===== src/hw/rv_macros.svh =====
// Word width and major opcodes of RV32I only; compressed and 64-bit encodings are not covered
`ifndef RV_MACROS_SVH
`define RV_MACROS_SVH

// Data and instruction word width
`define RV_XLEN 32

// Upper immediate and jump opcodes
`define RV_OP_LUI    7'b0110111
`define RV_OP_AUIPC  7'b0010111
`define RV_OP_JAL    7'b1101111
`define RV_OP_JALR   7'b1100111

// Control flow and memory access
`define RV_OP_BRANCH 7'b1100011
`define RV_OP_LOAD   7'b0000011
`define RV_OP_STORE  7'b0100011

// Integer arithmetic
`define RV_OP_IMM    7'b0010011
`define RV_OP_OP     7'b0110011

// Only classified, their internal fields carry no meaning here
`define RV_OP_FENCE  7'b0001111
`define RV_OP_SYSTEM 7'b1110011

`endif


===== src/hw/rv_decode_pkg.sv =====
// Instruction views and decode enumerations for 32-bit RV32I words; CSR detail is not decoded
package rv_decode_pkg;

    // R type layout, also the source of the plain register fields
    typedef struct packed {
        logic [6:0] funct7;
        logic [4:0] rs2;
        logic [4:0] rs1;
        logic [2:0] funct3;
        logic [4:0] rd;
        logic [6:0] opcode;
    } rv_r_view_t;

    // I type layout with the 12-bit immediate on top
    typedef struct packed {
        logic [11:0] imm12;
        logic [4:0]  rs1;
        logic [2:0]  funct3;
        logic [4:0]  rd;
        logic [6:0]  opcode;
    } rv_i_view_t;

    // S type layout, the B immediate reuses the same two pieces
    typedef struct packed {
        logic [6:0] imm_hi7;
        logic [4:0] rs2;
        logic [4:0] rs1;
        logic [2:0] funct3;
        logic [4:0] imm_lo5;
        logic [6:0] opcode;
    } rv_s_view_t;

    // U type layout, the J immediate is scrambled inside imm20
    typedef struct packed {
        logic [19:0] imm20;
        logic [4:0]  rd;
        logic [6:0]  opcode;
    } rv_u_view_t;

    // One instruction word, read differently by each decode block
    typedef union packed {
        rv_r_view_t r_view;
        rv_i_view_t i_view;
        rv_s_view_t s_view;
        rv_u_view_t u_view;
    } rv_instr_u;

    typedef enum logic [2:0] {
        FMT_R,
        FMT_I,
        FMT_S,
        FMT_B,
        FMT_U,
        FMT_J,
        FMT_NONE
    } rv_format_e;

    typedef enum logic [3:0] {
        CLS_LUI,
        CLS_AUIPC,
        CLS_JAL,
        CLS_JALR,
        CLS_BRANCH,
        CLS_LOAD,
        CLS_STORE,
        CLS_OP_IMM,
        CLS_OP,
        CLS_FENCE,
        CLS_SYSTEM,
        CLS_ILLEGAL
    } rv_class_e;

endpackage


===== src/hw/rv_decode_ifs.sv =====
// Combinational links from the two parallel decode blocks to the merge stage; no handshake
`include "rv_macros.svh"

// Classification and raw register fields of one word
interface dec_fields_if;
    import rv_decode_pkg::*;

    rv_format_e format;
    rv_class_e  op_class;
    logic [4:0] rd;
    logic [4:0] rs1;
    logic [4:0] rs2;
    logic [2:0] funct3;
    logic [6:0] funct7;
    logic       rd_we;
    logic       uses_rs1;
    logic       uses_rs2;
    logic       is_shift;
    logic       illegal;

    modport producer (output format, op_class, rd, rs1, rs2, funct3, funct7,
                      output rd_we, uses_rs1, uses_rs2, is_shift, illegal);
    modport consumer (input format, op_class, rd, rs1, rs2, funct3, funct7,
                      input rd_we, uses_rs1, uses_rs2, is_shift, illegal);
endinterface

// Every immediate format of the same word, already sign-extended
interface imm_set_if;
    logic [`RV_XLEN-1:0] imm_i;
    logic [`RV_XLEN-1:0] imm_s;
    logic [`RV_XLEN-1:0] imm_b;
    logic [`RV_XLEN-1:0] imm_u;
    logic [`RV_XLEN-1:0] imm_j;
    logic [4:0]          shamt;

    modport producer (output imm_i, imm_s, imm_b, imm_u, imm_j, shamt);
    modport consumer (input imm_i, imm_s, imm_b, imm_u, imm_j, shamt);
endinterface


===== src/hw/decode_merge.sv =====
// Output stage with a single-beat Wishbone classic slave; every cycle acks, no error or retry
`include "rv_macros.svh"

module decode_merge (
    input  logic                      clock,
    input  logic                      rst_n,
    dec_fields_if.consumer            fields,
    imm_set_if.consumer               imms,
    input  logic                      wb_cyc,
    input  logic                      wb_stb,
    input  logic                      wb_we,
    output logic [`RV_XLEN-1:0]       wb_dat_o,
    output logic                      wb_ack,
    output rv_decode_pkg::rv_class_e  op_class,
    output rv_decode_pkg::rv_format_e format,
    output logic [4:0]                rd,
    output logic [4:0]                rs1,
    output logic [4:0]                rs2,
    output logic [4:0]                shamt,
    output logic [2:0]                funct3,
    output logic [6:0]                funct7,
    output logic [`RV_XLEN-1:0]       imm,
    output logic                      rd_we,
    output logic                      illegal,
    output logic                      decoded_valid
);
    import rv_decode_pkg::*;

    logic                accept;
    logic [`RV_XLEN-1:0] imm_next;
    logic [2:0]          funct3_next;
    logic [6:0]          funct7_next;

    // Ack low gates a new request so each transfer is seen once
    assign accept = wb_cyc && wb_stb && !wb_ack;

    // Illegal words arrive as FMT_NONE and take the zero branch
    always_comb
    begin
        case (fields.format)
            FMT_I:
                imm_next = fields.is_shift ? {{(`RV_XLEN-5){1'b0}}, imms.shamt} : imms.imm_i;
            FMT_S:   imm_next = imms.imm_s;
            FMT_B:   imm_next = imms.imm_b;
            FMT_U:   imm_next = imms.imm_u;
            FMT_J:   imm_next = imms.imm_j;
            default: imm_next = '0;
        endcase
    end

    assign funct3_next = (fields.illegal || (fields.format == FMT_U) || (fields.format == FMT_J))
                         ? 3'd0 : fields.funct3;
    assign funct7_next = ((fields.format == FMT_R) || fields.is_shift) ? fields.funct7 : 7'd0;

    always_ff @(posedge clock)
    begin
        if (!rst_n)
        begin
            wb_ack        <= 1'b0;
            decoded_valid <= 1'b0;
            op_class      <= rv_class_e'(4'd0);
            format        <= rv_format_e'(3'd0);
            rd            <= 5'd0;
            rs1           <= 5'd0;
            rs2           <= 5'd0;
            shamt         <= 5'd0;
            funct3        <= 3'd0;
            funct7        <= 7'd0;
            imm           <= '0;
            rd_we         <= 1'b0;
            illegal       <= 1'b0;
        end
        else
        begin
            wb_ack <= accept;
            // Reads only ack and leave the decode registers as they are
            if (accept && wb_we)
            begin
                decoded_valid <= 1'b1;
                op_class      <= fields.op_class;
                format        <= fields.format;
                rd            <= fields.rd_we ? fields.rd : 5'd0;
                rs1           <= fields.uses_rs1 ? fields.rs1 : 5'd0;
                rs2           <= fields.uses_rs2 ? fields.rs2 : 5'd0;
                shamt         <= fields.is_shift ? imms.shamt : 5'd0;
                funct3        <= funct3_next;
                funct7        <= funct7_next;
                imm           <= imm_next;
                rd_we         <= fields.rd_we;
                illegal       <= fields.illegal;
            end
        end
    end

    // Read data is the held immediate
    assign wb_dat_o = imm;

endmodule


===== src/hw/field_decoder.sv =====
// Combinational RV32I classifier; FENCE and SYSTEM pass with any funct3 and stay undecoded
`include "rv_macros.svh"

module field_decoder (
    input rv_decode_pkg::rv_instr_u instr,
    dec_fields_if.producer          fields
);
    import rv_decode_pkg::*;

    logic [6:0] opcode;
    logic [2:0] f3;
    logic [6:0] f7;
    rv_class_e  cls;
    rv_format_e fmt;
    rv_format_e fmt_out;
    logic       legal;
    logic       no_regs;
    logic       uses_rd;
    logic       uses_rs1;
    logic       uses_rs2;

    assign opcode = instr.r_view.opcode;
    assign f3     = instr.r_view.funct3;
    assign f7     = instr.r_view.funct7;

    // Opcode to class and format under the funct3 and funct7 legality rules
    // All listed opcodes end in 11, so compressed words fall to the default branch
    always_comb
    begin
        cls   = CLS_ILLEGAL;
        fmt   = FMT_NONE;
        legal = 1'b0;
        case (opcode)
            `RV_OP_LUI:
            begin
                cls   = CLS_LUI;
                fmt   = FMT_U;
                legal = 1'b1;
            end
            `RV_OP_AUIPC:
            begin
                cls   = CLS_AUIPC;
                fmt   = FMT_U;
                legal = 1'b1;
            end
            `RV_OP_JAL:
            begin
                cls   = CLS_JAL;
                fmt   = FMT_J;
                legal = 1'b1;
            end
            `RV_OP_JALR:
            begin
                cls   = CLS_JALR;
                fmt   = FMT_I;
                legal = (f3 == 3'b000);
            end
            `RV_OP_BRANCH:
            begin
                cls   = CLS_BRANCH;
                fmt   = FMT_B;
                legal = (f3 != 3'b010) && (f3 != 3'b011);
            end
            `RV_OP_LOAD:
            begin
                cls   = CLS_LOAD;
                fmt   = FMT_I;
                legal = f3 inside {3'b000, 3'b001, 3'b010, 3'b100, 3'b101};
            end
            `RV_OP_STORE:
            begin
                cls   = CLS_STORE;
                fmt   = FMT_S;
                legal = (f3 <= 3'b010);
            end
            `RV_OP_IMM:
            begin
                cls = CLS_OP_IMM;
                fmt = FMT_I;
                // Shifts keep funct7 in the upper immediate bits
                case (f3)
                    3'b001:  legal = (f7 == 7'b0000000);
                    3'b101:  legal = (f7 == 7'b0000000) || (f7 == 7'b0100000);
                    default: legal = 1'b1;
                endcase
            end
            `RV_OP_OP:
            begin
                cls   = CLS_OP;
                fmt   = FMT_R;
                legal = (f7 == 7'b0000000) ||
                        ((f7 == 7'b0100000) && ((f3 == 3'b000) || (f3 == 3'b101)));
            end
            `RV_OP_FENCE:
            begin
                cls   = CLS_FENCE;
                fmt   = FMT_I;
                legal = 1'b1;
            end
            `RV_OP_SYSTEM:
            begin
                cls   = CLS_SYSTEM;
                fmt   = FMT_I;
                legal = 1'b1;
            end
            default:
                legal = 1'b0;
        endcase
    end

    assign fmt_out = legal ? fmt : FMT_NONE;
    assign no_regs = (cls == CLS_FENCE) || (cls == CLS_SYSTEM);

    // Register usage follows the format
    always_comb
    begin
        uses_rd  = 1'b0;
        uses_rs1 = 1'b0;
        uses_rs2 = 1'b0;
        case (fmt_out)
            FMT_R:
            begin
                uses_rd  = 1'b1;
                uses_rs1 = 1'b1;
                uses_rs2 = 1'b1;
            end
            FMT_I:
            begin
                uses_rd  = !no_regs;
                uses_rs1 = !no_regs;
            end
            FMT_S, FMT_B:
            begin
                uses_rs1 = 1'b1;
                uses_rs2 = 1'b1;
            end
            FMT_U, FMT_J:
                uses_rd = 1'b1;
            default:
                uses_rd = 1'b0;
        endcase
    end

    assign fields.format   = fmt_out;
    assign fields.op_class = legal ? cls : CLS_ILLEGAL;
    assign fields.rd       = instr.r_view.rd;
    assign fields.rs1      = instr.r_view.rs1;
    assign fields.rs2      = instr.r_view.rs2;
    assign fields.funct3   = f3;
    assign fields.funct7   = f7;
    // Writes to x0 are discarded
    assign fields.rd_we    = uses_rd && (instr.r_view.rd != 5'd0);
    assign fields.uses_rs1 = uses_rs1;
    assign fields.uses_rs2 = uses_rs2;
    assign fields.is_shift = legal && (cls == CLS_OP_IMM) && (f3[1:0] == 2'b01);
    assign fields.illegal  = !legal;

endmodule


===== src/hw/imm_generator.sv =====
// Builds all RV32I immediates from any word, legal or not; selection happens downstream
`include "rv_macros.svh"

module imm_generator (
    input rv_decode_pkg::rv_instr_u instr,
    imm_set_if.producer             imms
);

    logic sign;

    assign sign = instr.i_view.imm12[11];

    // I type, bits 31..20
    assign imms.imm_i = {{(`RV_XLEN-12){sign}}, instr.i_view.imm12};

    // S type, bits 31..25 over 11..7
    assign imms.imm_s = {{(`RV_XLEN-12){sign}}, instr.s_view.imm_hi7, instr.s_view.imm_lo5};

    // B type, bit 7 lands in imm[11]
    assign imms.imm_b = {{(`RV_XLEN-12){sign}},
                         instr.s_view.imm_lo5[0],
                         instr.s_view.imm_hi7[5:0],
                         instr.s_view.imm_lo5[4:1],
                         1'b0};

    // U type, low twelve bits cleared
    assign imms.imm_u = {instr.u_view.imm20, 12'b0};

    // J type, imm20 holds bits 31..12 of the word
    assign imms.imm_j = {{(`RV_XLEN-20){sign}},
                         instr.u_view.imm20[7:0],
                         instr.u_view.imm20[8],
                         instr.u_view.imm20[18:9],
                         1'b0};

    // Shift amount sits in the low immediate bits, 24..20
    assign imms.shamt = instr.i_view.imm12[4:0];

endmodule


===== src/hw/rv_decode_top.sv =====
// RV32I decode unit behind a Wishbone classic slave; one 32-bit word per write, no bursts
`include "rv_macros.svh"

module rv_decode_top (
    input  logic                      clock,
    input  logic                      rst_n,
    input  logic                      wb_cyc,
    input  logic                      wb_stb,
    input  logic                      wb_we,
    input  logic [`RV_XLEN-1:0]       wb_dat_i,
    output logic [`RV_XLEN-1:0]       wb_dat_o,
    output logic                      wb_ack,
    output rv_decode_pkg::rv_class_e  op_class,
    output rv_decode_pkg::rv_format_e format,
    output logic [4:0]                rd,
    output logic [4:0]                rs1,
    output logic [4:0]                rs2,
    output logic [2:0]                funct3,
    output logic [6:0]                funct7,
    output logic [4:0]                shamt,
    output logic [`RV_XLEN-1:0]       imm,
    output logic                      rd_we,
    output logic                      illegal,
    output logic                      decoded_valid
);
    import rv_decode_pkg::*;

    rv_instr_u instr;

    dec_fields_if fields_if ();
    imm_set_if    imm_if ();

    // Both parallel blocks see the raw bus word
    assign instr = rv_instr_u'(wb_dat_i);

    field_decoder field_decoder_i (
        .instr  (instr),
        .fields (fields_if)
    );

    imm_generator imm_generator_i (
        .instr (instr),
        .imms  (imm_if)
    );

    decode_merge decode_merge_i (
        .clock         (clock),
        .rst_n         (rst_n),
        .fields        (fields_if),
        .imms          (imm_if),
        .wb_cyc        (wb_cyc),
        .wb_stb        (wb_stb),
        .wb_we         (wb_we),
        .wb_dat_o      (wb_dat_o),
        .wb_ack        (wb_ack),
        .op_class      (op_class),
        .format        (format),
        .rd            (rd),
        .rs1           (rs1),
        .rs2           (rs2),
        .shamt         (shamt),
        .funct3        (funct3),
        .funct7        (funct7),
        .imm           (imm),
        .rd_we         (rd_we),
        .illegal       (illegal),
        .decoded_valid (decoded_valid)
    );

endmodule


===== config.mk =====
export PLATFORM = sky130hd
export DESIGN_NAME = rv_decode_top
export DESIGN_NICKNAME = d
export VERILOG_FILES = /design/src/hw/rv_decode_pkg.sv /design/src/hw/rv_decode_ifs.sv /design/src/hw/decode_merge.sv /design/src/hw/field_decoder.sv /design/src/hw/imm_generator.sv /design/src/hw/rv_decode_top.sv
export VERILOG_INCLUDE_DIRS = /design/src /design/src/hw
export SDC_FILE = /design/constraint.sdc
export NUM_CORES = 1
export LEC_CHECK = 0
export BUFFER_PORTS_ARGS = -buffer_cell sky130_fd_sc_hd__buf_4
export CELL_PAD_IN_SITES_DETAIL_PLACEMENT = 1
export CELL_PAD_IN_SITES_GLOBAL_PLACEMENT = 2
export CORE_ASPECT_RATIO = 1.1
export CORE_MARGIN = 5
export CORE_UTILIZATION = 27
export DETAILED_ROUTE_END_ITERATION = 10
export PLACE_DENSITY = 0.88
export SKIP_CTS_REPAIR_TIMING = 1
export SLEW_MARGIN = 40
export SYNTH_ARGS = -nofsm -noshare
export SYNTH_HDL_FRONTEND = slang
export SYNTH_SLANG_ARGS = --single-unit

===== constraint.sdc =====
create_clock -name clock -period 2.8 [get_ports clock]
set_clock_uncertainty 0.1 [all_clocks]
set_input_delay 0.56 -clock clock [delete_from_list [all_inputs] [get_ports clock]]
set_output_delay 0.56 -clock clock [all_outputs]
set_load 0.01 [all_outputs]

[Word-level counts from Yosys, hierarchy flattened]
Cells that the tools add are included.
Storage, ports and cells
  flip-flop bits (word level): 73
  input port bits: 37
  output and inout bits: 105
  logic and storage cells: 86
Operators by class
  order comparisons: 1
  eq/ne operators: 27
  mux-type cells: 17
  reduce and logical (&&, ||, !) cells: 28
Operators by type and width (number)
  $pmux 32 s5: 1
  $pmux 4 s11: 1
  $mux 32: 1
  $eq 7x6->1 const B: 4
  $eq 7x7->1 const B: 4
  $mux 5: 4
  $pmux 3 s6: 1
  $eq 7x5->1 const B: 2
  $eq 3x3->1 const B: 4
  $reduce_bool 5->1: 2
  $reduce_or 5->1: 2
  $eq 3x2->1 const B: 3
  $eq 4x4->1 const B: 2
  $logic_and 1x1->1: 8
  $eq 7x2->1 const B: 1
  $eq 7x4->1 const B: 1
  $logic_not 7->1: 1
  $logic_or 1x1->1: 7
  $mux 7: 1
  $pmux 1 s7: 1
  $eq 3x1->1 const B: 2
  $logic_not 3->1: 2
  $mux 3: 2
  $ne 3x2->1 const B: 2
  9 further kinds: 14

[Longest topological paths before layout]
  depth in word-level cells: 11
  mapped depth: 10
  gate-level depth less buffers: 7

[Hierarchy]
From an unflattened synthesis, not the netlist that was laid out.
Unflattened totals
  cells, all modules: 767
  area, all modules: 6322.3 um2
Modules (own cells, without submodules)
  decode_merge: times used 1, cells an instance 493, area each 4375.4 um2, sequential area each 1461.4 um2
  imm_generator: times used 1, cells an instance 166, area each 1242.4 um2, sequential area each 0.0 um2
  field_decoder: times used 1, cells an instance 108, area each 704.4 um2, sequential area each 0.0 um2

[Worst setup path after synthesis]
No wires, ideal clock.
  path type: input port to flip-flop
  from: input wb_dat_i[6]
  to: register decode_merge_i.imm[11]
  arrival: 2427 ps
  setup slack: 203 ps
  cell stages on the path: 7
  path through: or4b_4 > or3_1 > o32ai_2 > nor4bb_1 > buf_6 > or4_1 > a21oi_1
Between the ends
  cells in the longest elaborated chain, start to end: 7
  elaborated cells between the ends (all ways): 28
  classes of those cells: eq/ne (17); mux (6); reduce/logical (5)
Ends and longest elaborated chain
  start, declared: line rv_decode_top.sv:10  | input logic [`RV_XLEN-1:0] wb_dat_i,
  $eq 7x7->1, or another cell as far along: line field_decoder.sv:33  | case (opcode)
  $pmux 4 s11 / $reduce_or 5->1 (equally long branches)
  $eq 4x3->1 / $pmux 1 s7 (equally long branches): line field_decoder.sv:155, field_decoder.sv:33
  $logic_and 1x1->1 (2 in series): line field_decoder.sv:155  | assign fields.is_shift = legal && (cls == CLS_OP_IMM) && (f3[1:0] == 2'b01);
  $mux 32: line decode_merge.sv:42  | imm_next = fields.is_shift ? {{(`RV_XLEN-5){1'b0}}, imms.shamt} : imms.imm_i;
  $pmux 32 s5 (*): line decode_merge.sv:40  | case (fields.format)
  end signal, assigned: line decode_merge.sv:88  | imm <= imm_next;
  end, declared: line decode_merge.sv:22  | output logic [`RV_XLEN-1:0] imm,
Every way passes the cells marked *; elsewhere a longest branch is shown, timed or not.
A chain may end at the register's enable or synchronous reset.

[Worst setup path after layout]
  from: input wb_dat_i[6]
  to: register decode_merge_i.imm[28]
The elaborated chain is that of the path after synthesis.

==> flow_summary.html <==
<table>
<tr><th>Metric</th><th>Value</th></tr>
<tr><th colspan="2">Drt</th></tr>
<tr><td>Detail-routed via count per cell</td><td>5.12</td></tr>
<tr><td>Number of nets with antenna violations after routing</td><td>0</td></tr>
<tr><td>First-pass iteration count of the detailed router</td><td>4</td></tr>
<tr><td>Drt wl/cell</td><td>18.1 microns</td></tr>
<tr><td>Vias after detailed routing</td><td>3702</td></tr>
<tr><td>Iteration-0 DRC Markers</td><td>223</td></tr>
<tr><td>Residual DRC count</td><td>0</td></tr>
<tr><td>Drt total wl</td><td>13100 microns</td></tr>
<tr><th colspan="2">GRT</th></tr>
<tr><td>Number of global-route vias before repair</td><td>3875</td></tr>
<tr><td>First-pass GRT wire length</td><td>20500 microns</td></tr>
<tr><td>Initial antenna violation count</td><td>0</td></tr>
<tr><td>Maximum number of pins on one net before global-route repair</td><td>43</td></tr>
<tr><td>Combined global-route utilization of all metal layers</td><td>16.4%</td></tr>
<tr><td>Congestion Overflow GR</td><td>0</td></tr>
<tr><th colspan="2">Finish</th></tr>
<tr><td>Total number of nets in the final design</td><td>595</td></tr>
<tr><td>Most common cell after layout, fill and taps aside</td><td>buf_4</td></tr>
<tr><td>Area growth, synth to finish</td><td>42.2%</td></tr>
<tr><td>Number of antenna diodes</td><td>0</td></tr>
<tr><td>Count of fill cells added during filler insertion</td><td>1555</td></tr>
<tr><td>Share of final-layout standard cells stronger than drive strength 1</td><td>35.8%</td></tr>
<tr><td>Most used cells in the layout excluding fill and tap cells</td><td>177 x buf_4, 73 x dfxtp_1, 51 x a21oi_1, 32 x nand2_1, 24 x and2_1</td></tr>
<tr><th colspan="2">Setup path</th></tr>
<tr><td>Startpoint type of the worst setup path</td><td>input port</td></tr>
<tr><td>Capture point of the worst path</td><td>decode_merge_i.imm[28]</td></tr>
<tr><td>CP Max Fanout</td><td>11</td></tr>
<tr><td>Critical path required time</td><td>2.96 ns</td></tr>
<tr><td>Delay of the slowest cell on the worst path</td><td>0.55 ns</td></tr>
<tr><td>Gate family responsible for the most delay along the worst path</td><td>simple AND/OR/NAND/NOR gates</td></tr>
<tr><td>Worst endpoint data arrival time</td><td>2.70 ns</td></tr>
<tr><td>Standard cell with the maximum stage delay on the critical path</td><td>or4b_4</td></tr>
<tr><td>Source of the worst register-to-register timing path</td><td>decode_merge_i.wb_ack</td></tr>
<tr><td>Startpoint-to-endpoint class of the critical path</td><td>in2reg</td></tr>
<tr><td>Buf+Inv Stages, Crit Path</td><td>3</td></tr>
<tr><td>Crit path top cell by count</td><td>buf_4</td></tr>
<tr><td>Reg2reg path depth</td><td>6</td></tr>
<tr><td>End of the worst register-to-register path</td><td>decode_merge_i.imm[28]</td></tr>
<tr><td>Crit end category</td><td>flop</td></tr>
<tr><td>Instance count on the critical path</td><td>10</td></tr>
<tr><td>Sequence of cells on the critical path</td><td>buf_4 -&gt; or4b_4 -&gt; or3_1 -&gt; o32ai_2 -&gt; buf_4 -&gt; nor2_1 -&gt; a21oi_2 -&gt; buf_4 -&gt; o21ai_0 -&gt; a21oi_1</td></tr>
<tr><td>Timing startpoint of the critical path</td><td>wb_dat_i[6]</td></tr>
<tr><td>R2R setup slack</td><td>0.78 ns</td></tr>
<tr><th colspan="2">Logic synthesis</th></tr>
<tr><td>Post-synthesis net count</td><td>469</td></tr>
<tr><td>Flip-flop and latch count after synthesis</td><td>73</td></tr>
<tr><td>Yosys warning total</td><td>0</td></tr>
<tr><td>Part of the Yosys area used for sequential elements</td><td>40.8%</td></tr>
<tr><td>Average cell area after synthesis</td><td>8.29 sq um</td></tr>
<tr><td>Gate count of the mapped netlist</td><td>432</td></tr>
<tr><td>Top_reg_cell synth</td><td>dfxtp_1</td></tr>
<tr><td>Number of synthesized flops with an enable pin</td><td>0</td></tr>
<tr><td>Async S/R FF share, synth</td><td>0%</td></tr>
<tr><td>Synth unique cells</td><td>51</td></tr>
<tr><td>Synthesized area</td><td>3580 sq um</td></tr>
<tr><th colspan="2">Placement</th></tr>
<tr><td>Dpl hpwl</td><td>10000 microns</td></tr>
<tr><td>Placer's final routability congestion estimate</td><td>0.810</td></tr>
<tr><td>Pre-CTS setup slack</td><td>-0.0525 ns</td></tr>
<tr><td>Count of buffers inserted at the top-level ports</td><td>141</td></tr>
<tr><th colspan="2">Clock tree</th></tr>
<tr><td>H-Tree Level Count</td><td>3</td></tr>
<tr><td>Clock latency of the later-clocked register in the worst-skew pair</td><td>0.33 ns</td></tr>
<tr><td>CTS sink cnt</td><td>73</td></tr>
<tr><td>Clock slew at reported path FFs</td><td>0.06 ns</td></tr>
<tr><td>Worst-case clock buffer depth</td><td>2</td></tr>
<tr><td>Clock root cell</td><td>clkbuf_16</td></tr>
<tr><td>CTS Buf Count</td><td>9</td></tr>
<tr><td>TritonCTS clock tree</td><td>yes</td></tr>
<tr><th colspan="2">Die</th></tr>
<tr><td>Number of standard-cell rows in the floorplan</td><td>44</td></tr>
<tr><td>Starting utilization of the core area</td><td>27.3%</td></tr>
<tr><td>Floorplan die height</td><td>131 microns</td></tr>
<tr><td>Count of pins on the block boundary</td><td>142</td></tr>
<tr><td>Die footprint</td><td>15700 sq um</td></tr>
<tr><td>Die span in x</td><td>120 microns</td></tr>
<tr><td>Placeable Area</td><td>13100 sq um</td></tr>
<tr><th colspan="2">STA</th></tr>
<tr><td>Max Transition Viols Final</td><td>0</td></tr>
<tr><td>Slew of the pin with the lowest slew margin</td><td>0.749 ns</td></tr>
<tr><td>Fmax achieved</td><td>393 MHz</td></tr>
<tr><td>Worst slew slack as a fraction of its limit</td><td>49.4%</td></tr>
<tr><td>Hold violation total from the final report</td><td>0</td></tr>
<tr><td>RSZ-0062 raised after global routing</td><td>no</td></tr>
<tr><td>Shortest period the worst path allows</td><td>2.54 ns</td></tr>
<tr><td>Worst Slack Setup Final</td><td>0.258 ns</td></tr>
<tr><td>Count of final setup violators</td><td>0</td></tr>
<tr><td>Final clock period utilization by the worst path</td><td>90.8%</td></tr>
<tr><th colspan="2">Power</th></tr>
<tr><td>Sw power</td><td>0.000589 W</td></tr>
<tr><td>Power density relative to cell area</td><td>496 nW/um^2</td></tr>
<tr><td>Leakage power figure</td><td>2.23 nW</td></tr>
<tr><td>Internal portion of total power</td><td>0.00194 W</td></tr>
<tr><td>Max VDD drop</td><td>0.261 mV</td></tr>
<tr><td>Net switching fraction of the power</td><td>23.3%</td></tr>
<tr><td>Share of power burned in combinational logic</td><td>9.0%</td></tr>
<tr><td>Reg power frac</td><td>41.5%</td></tr>
<tr><td>Total power consumption of the routed design</td><td>0.00253 W</td></tr>
<tr><td>Part of the total power dissipated in the clock network</td><td>49.5%</td></tr>
<tr><th colspan="2">Worst hold path</th></tr>
<tr><td>Kind of path behind the tightest hold check</td><td>reg2reg</td></tr>
<tr><td>Origin of the worst min-delay path</td><td>decode_merge_i.rd_we</td></tr>
<tr><th colspan="2">Job</th></tr>
<tr><td>Max-Cap Viols</td><td>0</td></tr>
<tr><th colspan="2">Outcome</th></tr>
<tr><td>Status</td><td>complete, no violations</td></tr>
</table>
-- power by group through the flow --
stage / clock [W] / combinational (W) / sequential, W
3_5_place_dp: 0 / 0.000227 / 0.00107
6_report: 0.00125 / 0.000227 / 0.00105
2_1_floorplan: 0 / 0.0000995 / 0.00107
5_1_grt: 0.00132 / 0.000247 / 0.00105
3_3_place_gp: 0 / 0.000222 / 0.00107
4_1_cts: 0.00127 / 0.000228 / 0.00105
-- logic make-up (layout without fill, tap and decap cells) --
logic type | after synthesis | count (layout) | share of synthesized area, %
buffers and inverters | 66 | 196 | 10.6
XOR/XNOR | 2 | 2 | 0.489
multiplexers | 1 | 1 | 0.279
flip-flops | 73 | 73 | 40.8
AO/OA/AOI/OAI | 138 | 138 | 24.1
AND/OR/NAND/NOR | 152 | 152 | 23.8
-- per-stage QoR --
step / hold WS, ns / TNS, ns / cell area [sq um] / util [%] / cells
finish: 0.348 / 0 / 5090 / 38.9 / 723
global route: 0.350 / 0 / 5090 / 38.9 / 723
global placement: 0.334 / -0.0148 / 4770 / 36.4 / 708
floorplan: 0.363 / 0 / 3580 / - / 432
CTS: 0.345 / 0 / 5090 / 38.9 / 723
detailed placement: 0.341 / -0.247 / 4770 / 36.4 / 708
-- routing by layer --
metal / part of all wire (%) / global-route usage (%) / routed length, microns / up-vias
li1: - / - / - / 1775
met1: 45 / 20.1 / 5860 / 1812
met2: 49 / 28.7 / 6440 / 101
met3: 4.8 / 3.83 / 629 / 14
met4: 1.5 / 5.19 / 196 / 0
met5: 0 / 0 / 0 / -
-- cell usage after synthesis, drive strengths merged, types with 3 or more instances --
| master | n | share of area, % |
|---|---|---|
| a21oi | 52 | 7.3 |
| nand3 | 16 | 2.2 |
| a22o | 22 | 5.4 |
| clkbuf | 26 | 2.7 |
| nand4 | 13 | 2.3 |
| nor2b | 4 | 0.70 |
| a21boi | 8 | 1.7 |
| nand2b | 9 | 1.6 |
| buf | 37 | 7.6 |
| nand3b | 3 | 0.63 |
| o21ai | 35 | 4.9 |
| nor3 | 9 | 1.5 |
| nand2 | 32 | 3.4 |
| and2 | 24 | 4.2 |
| a22oi | 5 | 1.0 |
| inv | 3 | 0.31 |
| and3 | 8 | 1.4 |
| dfxtp | 73 | 41 |
| nor2 | 19 | 2.1 |
| o21a | 3 | 0.63 |
| and4b | 3 | 0.84 |
-- sequential cells by signal (all words and copies together), names as in the netlist --
| register | flops |
|---|---|
| decode_merge_i.decoded_valid | 1 |
| decode_merge_i.format | 3 |
| decode_merge_i.funct3 | 3 |
| decode_merge_i.funct7 | 7 |
| decode_merge_i.illegal | 1 |
| decode_merge_i.imm | 32 |
| decode_merge_i.op_class | 4 |
| decode_merge_i.rd | 5 |
| decode_merge_i.rd_we | 1 |
| decode_merge_i.rs1 | 5 |
| decode_merge_i.rs2 | 5 |
| decode_merge_i.shamt | 5 |
| decode_merge_i.wb_ack | 1 |
-- final cells by class --
type | instances | area, sq um | area share, %
Sequential cell | 73 | 1460 | 28.7
Inverter | 3 | 11.3 | 0.221
Multi-Input combinational cell | 293 | 1750 | 34.4
Timing Repair Buffer | 178 | 1350 | 26.5
Clock buffer | 10 | 239 | 4.69
Clock inverter | 5 | 80.1 | 1.57
Tap cell | 161 | 201 | 3.96
-- tightest hold or removal path, cell delays in order (launching register included) --
cell     delay (ns)
dfxtp_1        0.31
nand2_1        0.05
nand2_1        0.04
-- how the worst min path moves through the flow --
| stage | slack (ns) | depth (start not counted) | to |
|---|---|---|---|
| 2_1_floorplan | 0.36 | 2 | decode_merge_i.rd_we |
| 3_3_place_gp | 0.33 | 2 | decode_merge_i.rd_we |
| 3_5_place_dp | 0.34 | 2 | decode_merge_i.rd_we |
| 4_1_cts | 0.35 | 2 | decode_merge_i.rs1[0] |
| 5_1_grt | 0.35 | 2 | decode_merge_i.rs1[0] |
| 6_report | 0.35 | 2 | decode_merge_i.rd_we |
No activity file was read; power rests on OpenSTA's default activity.
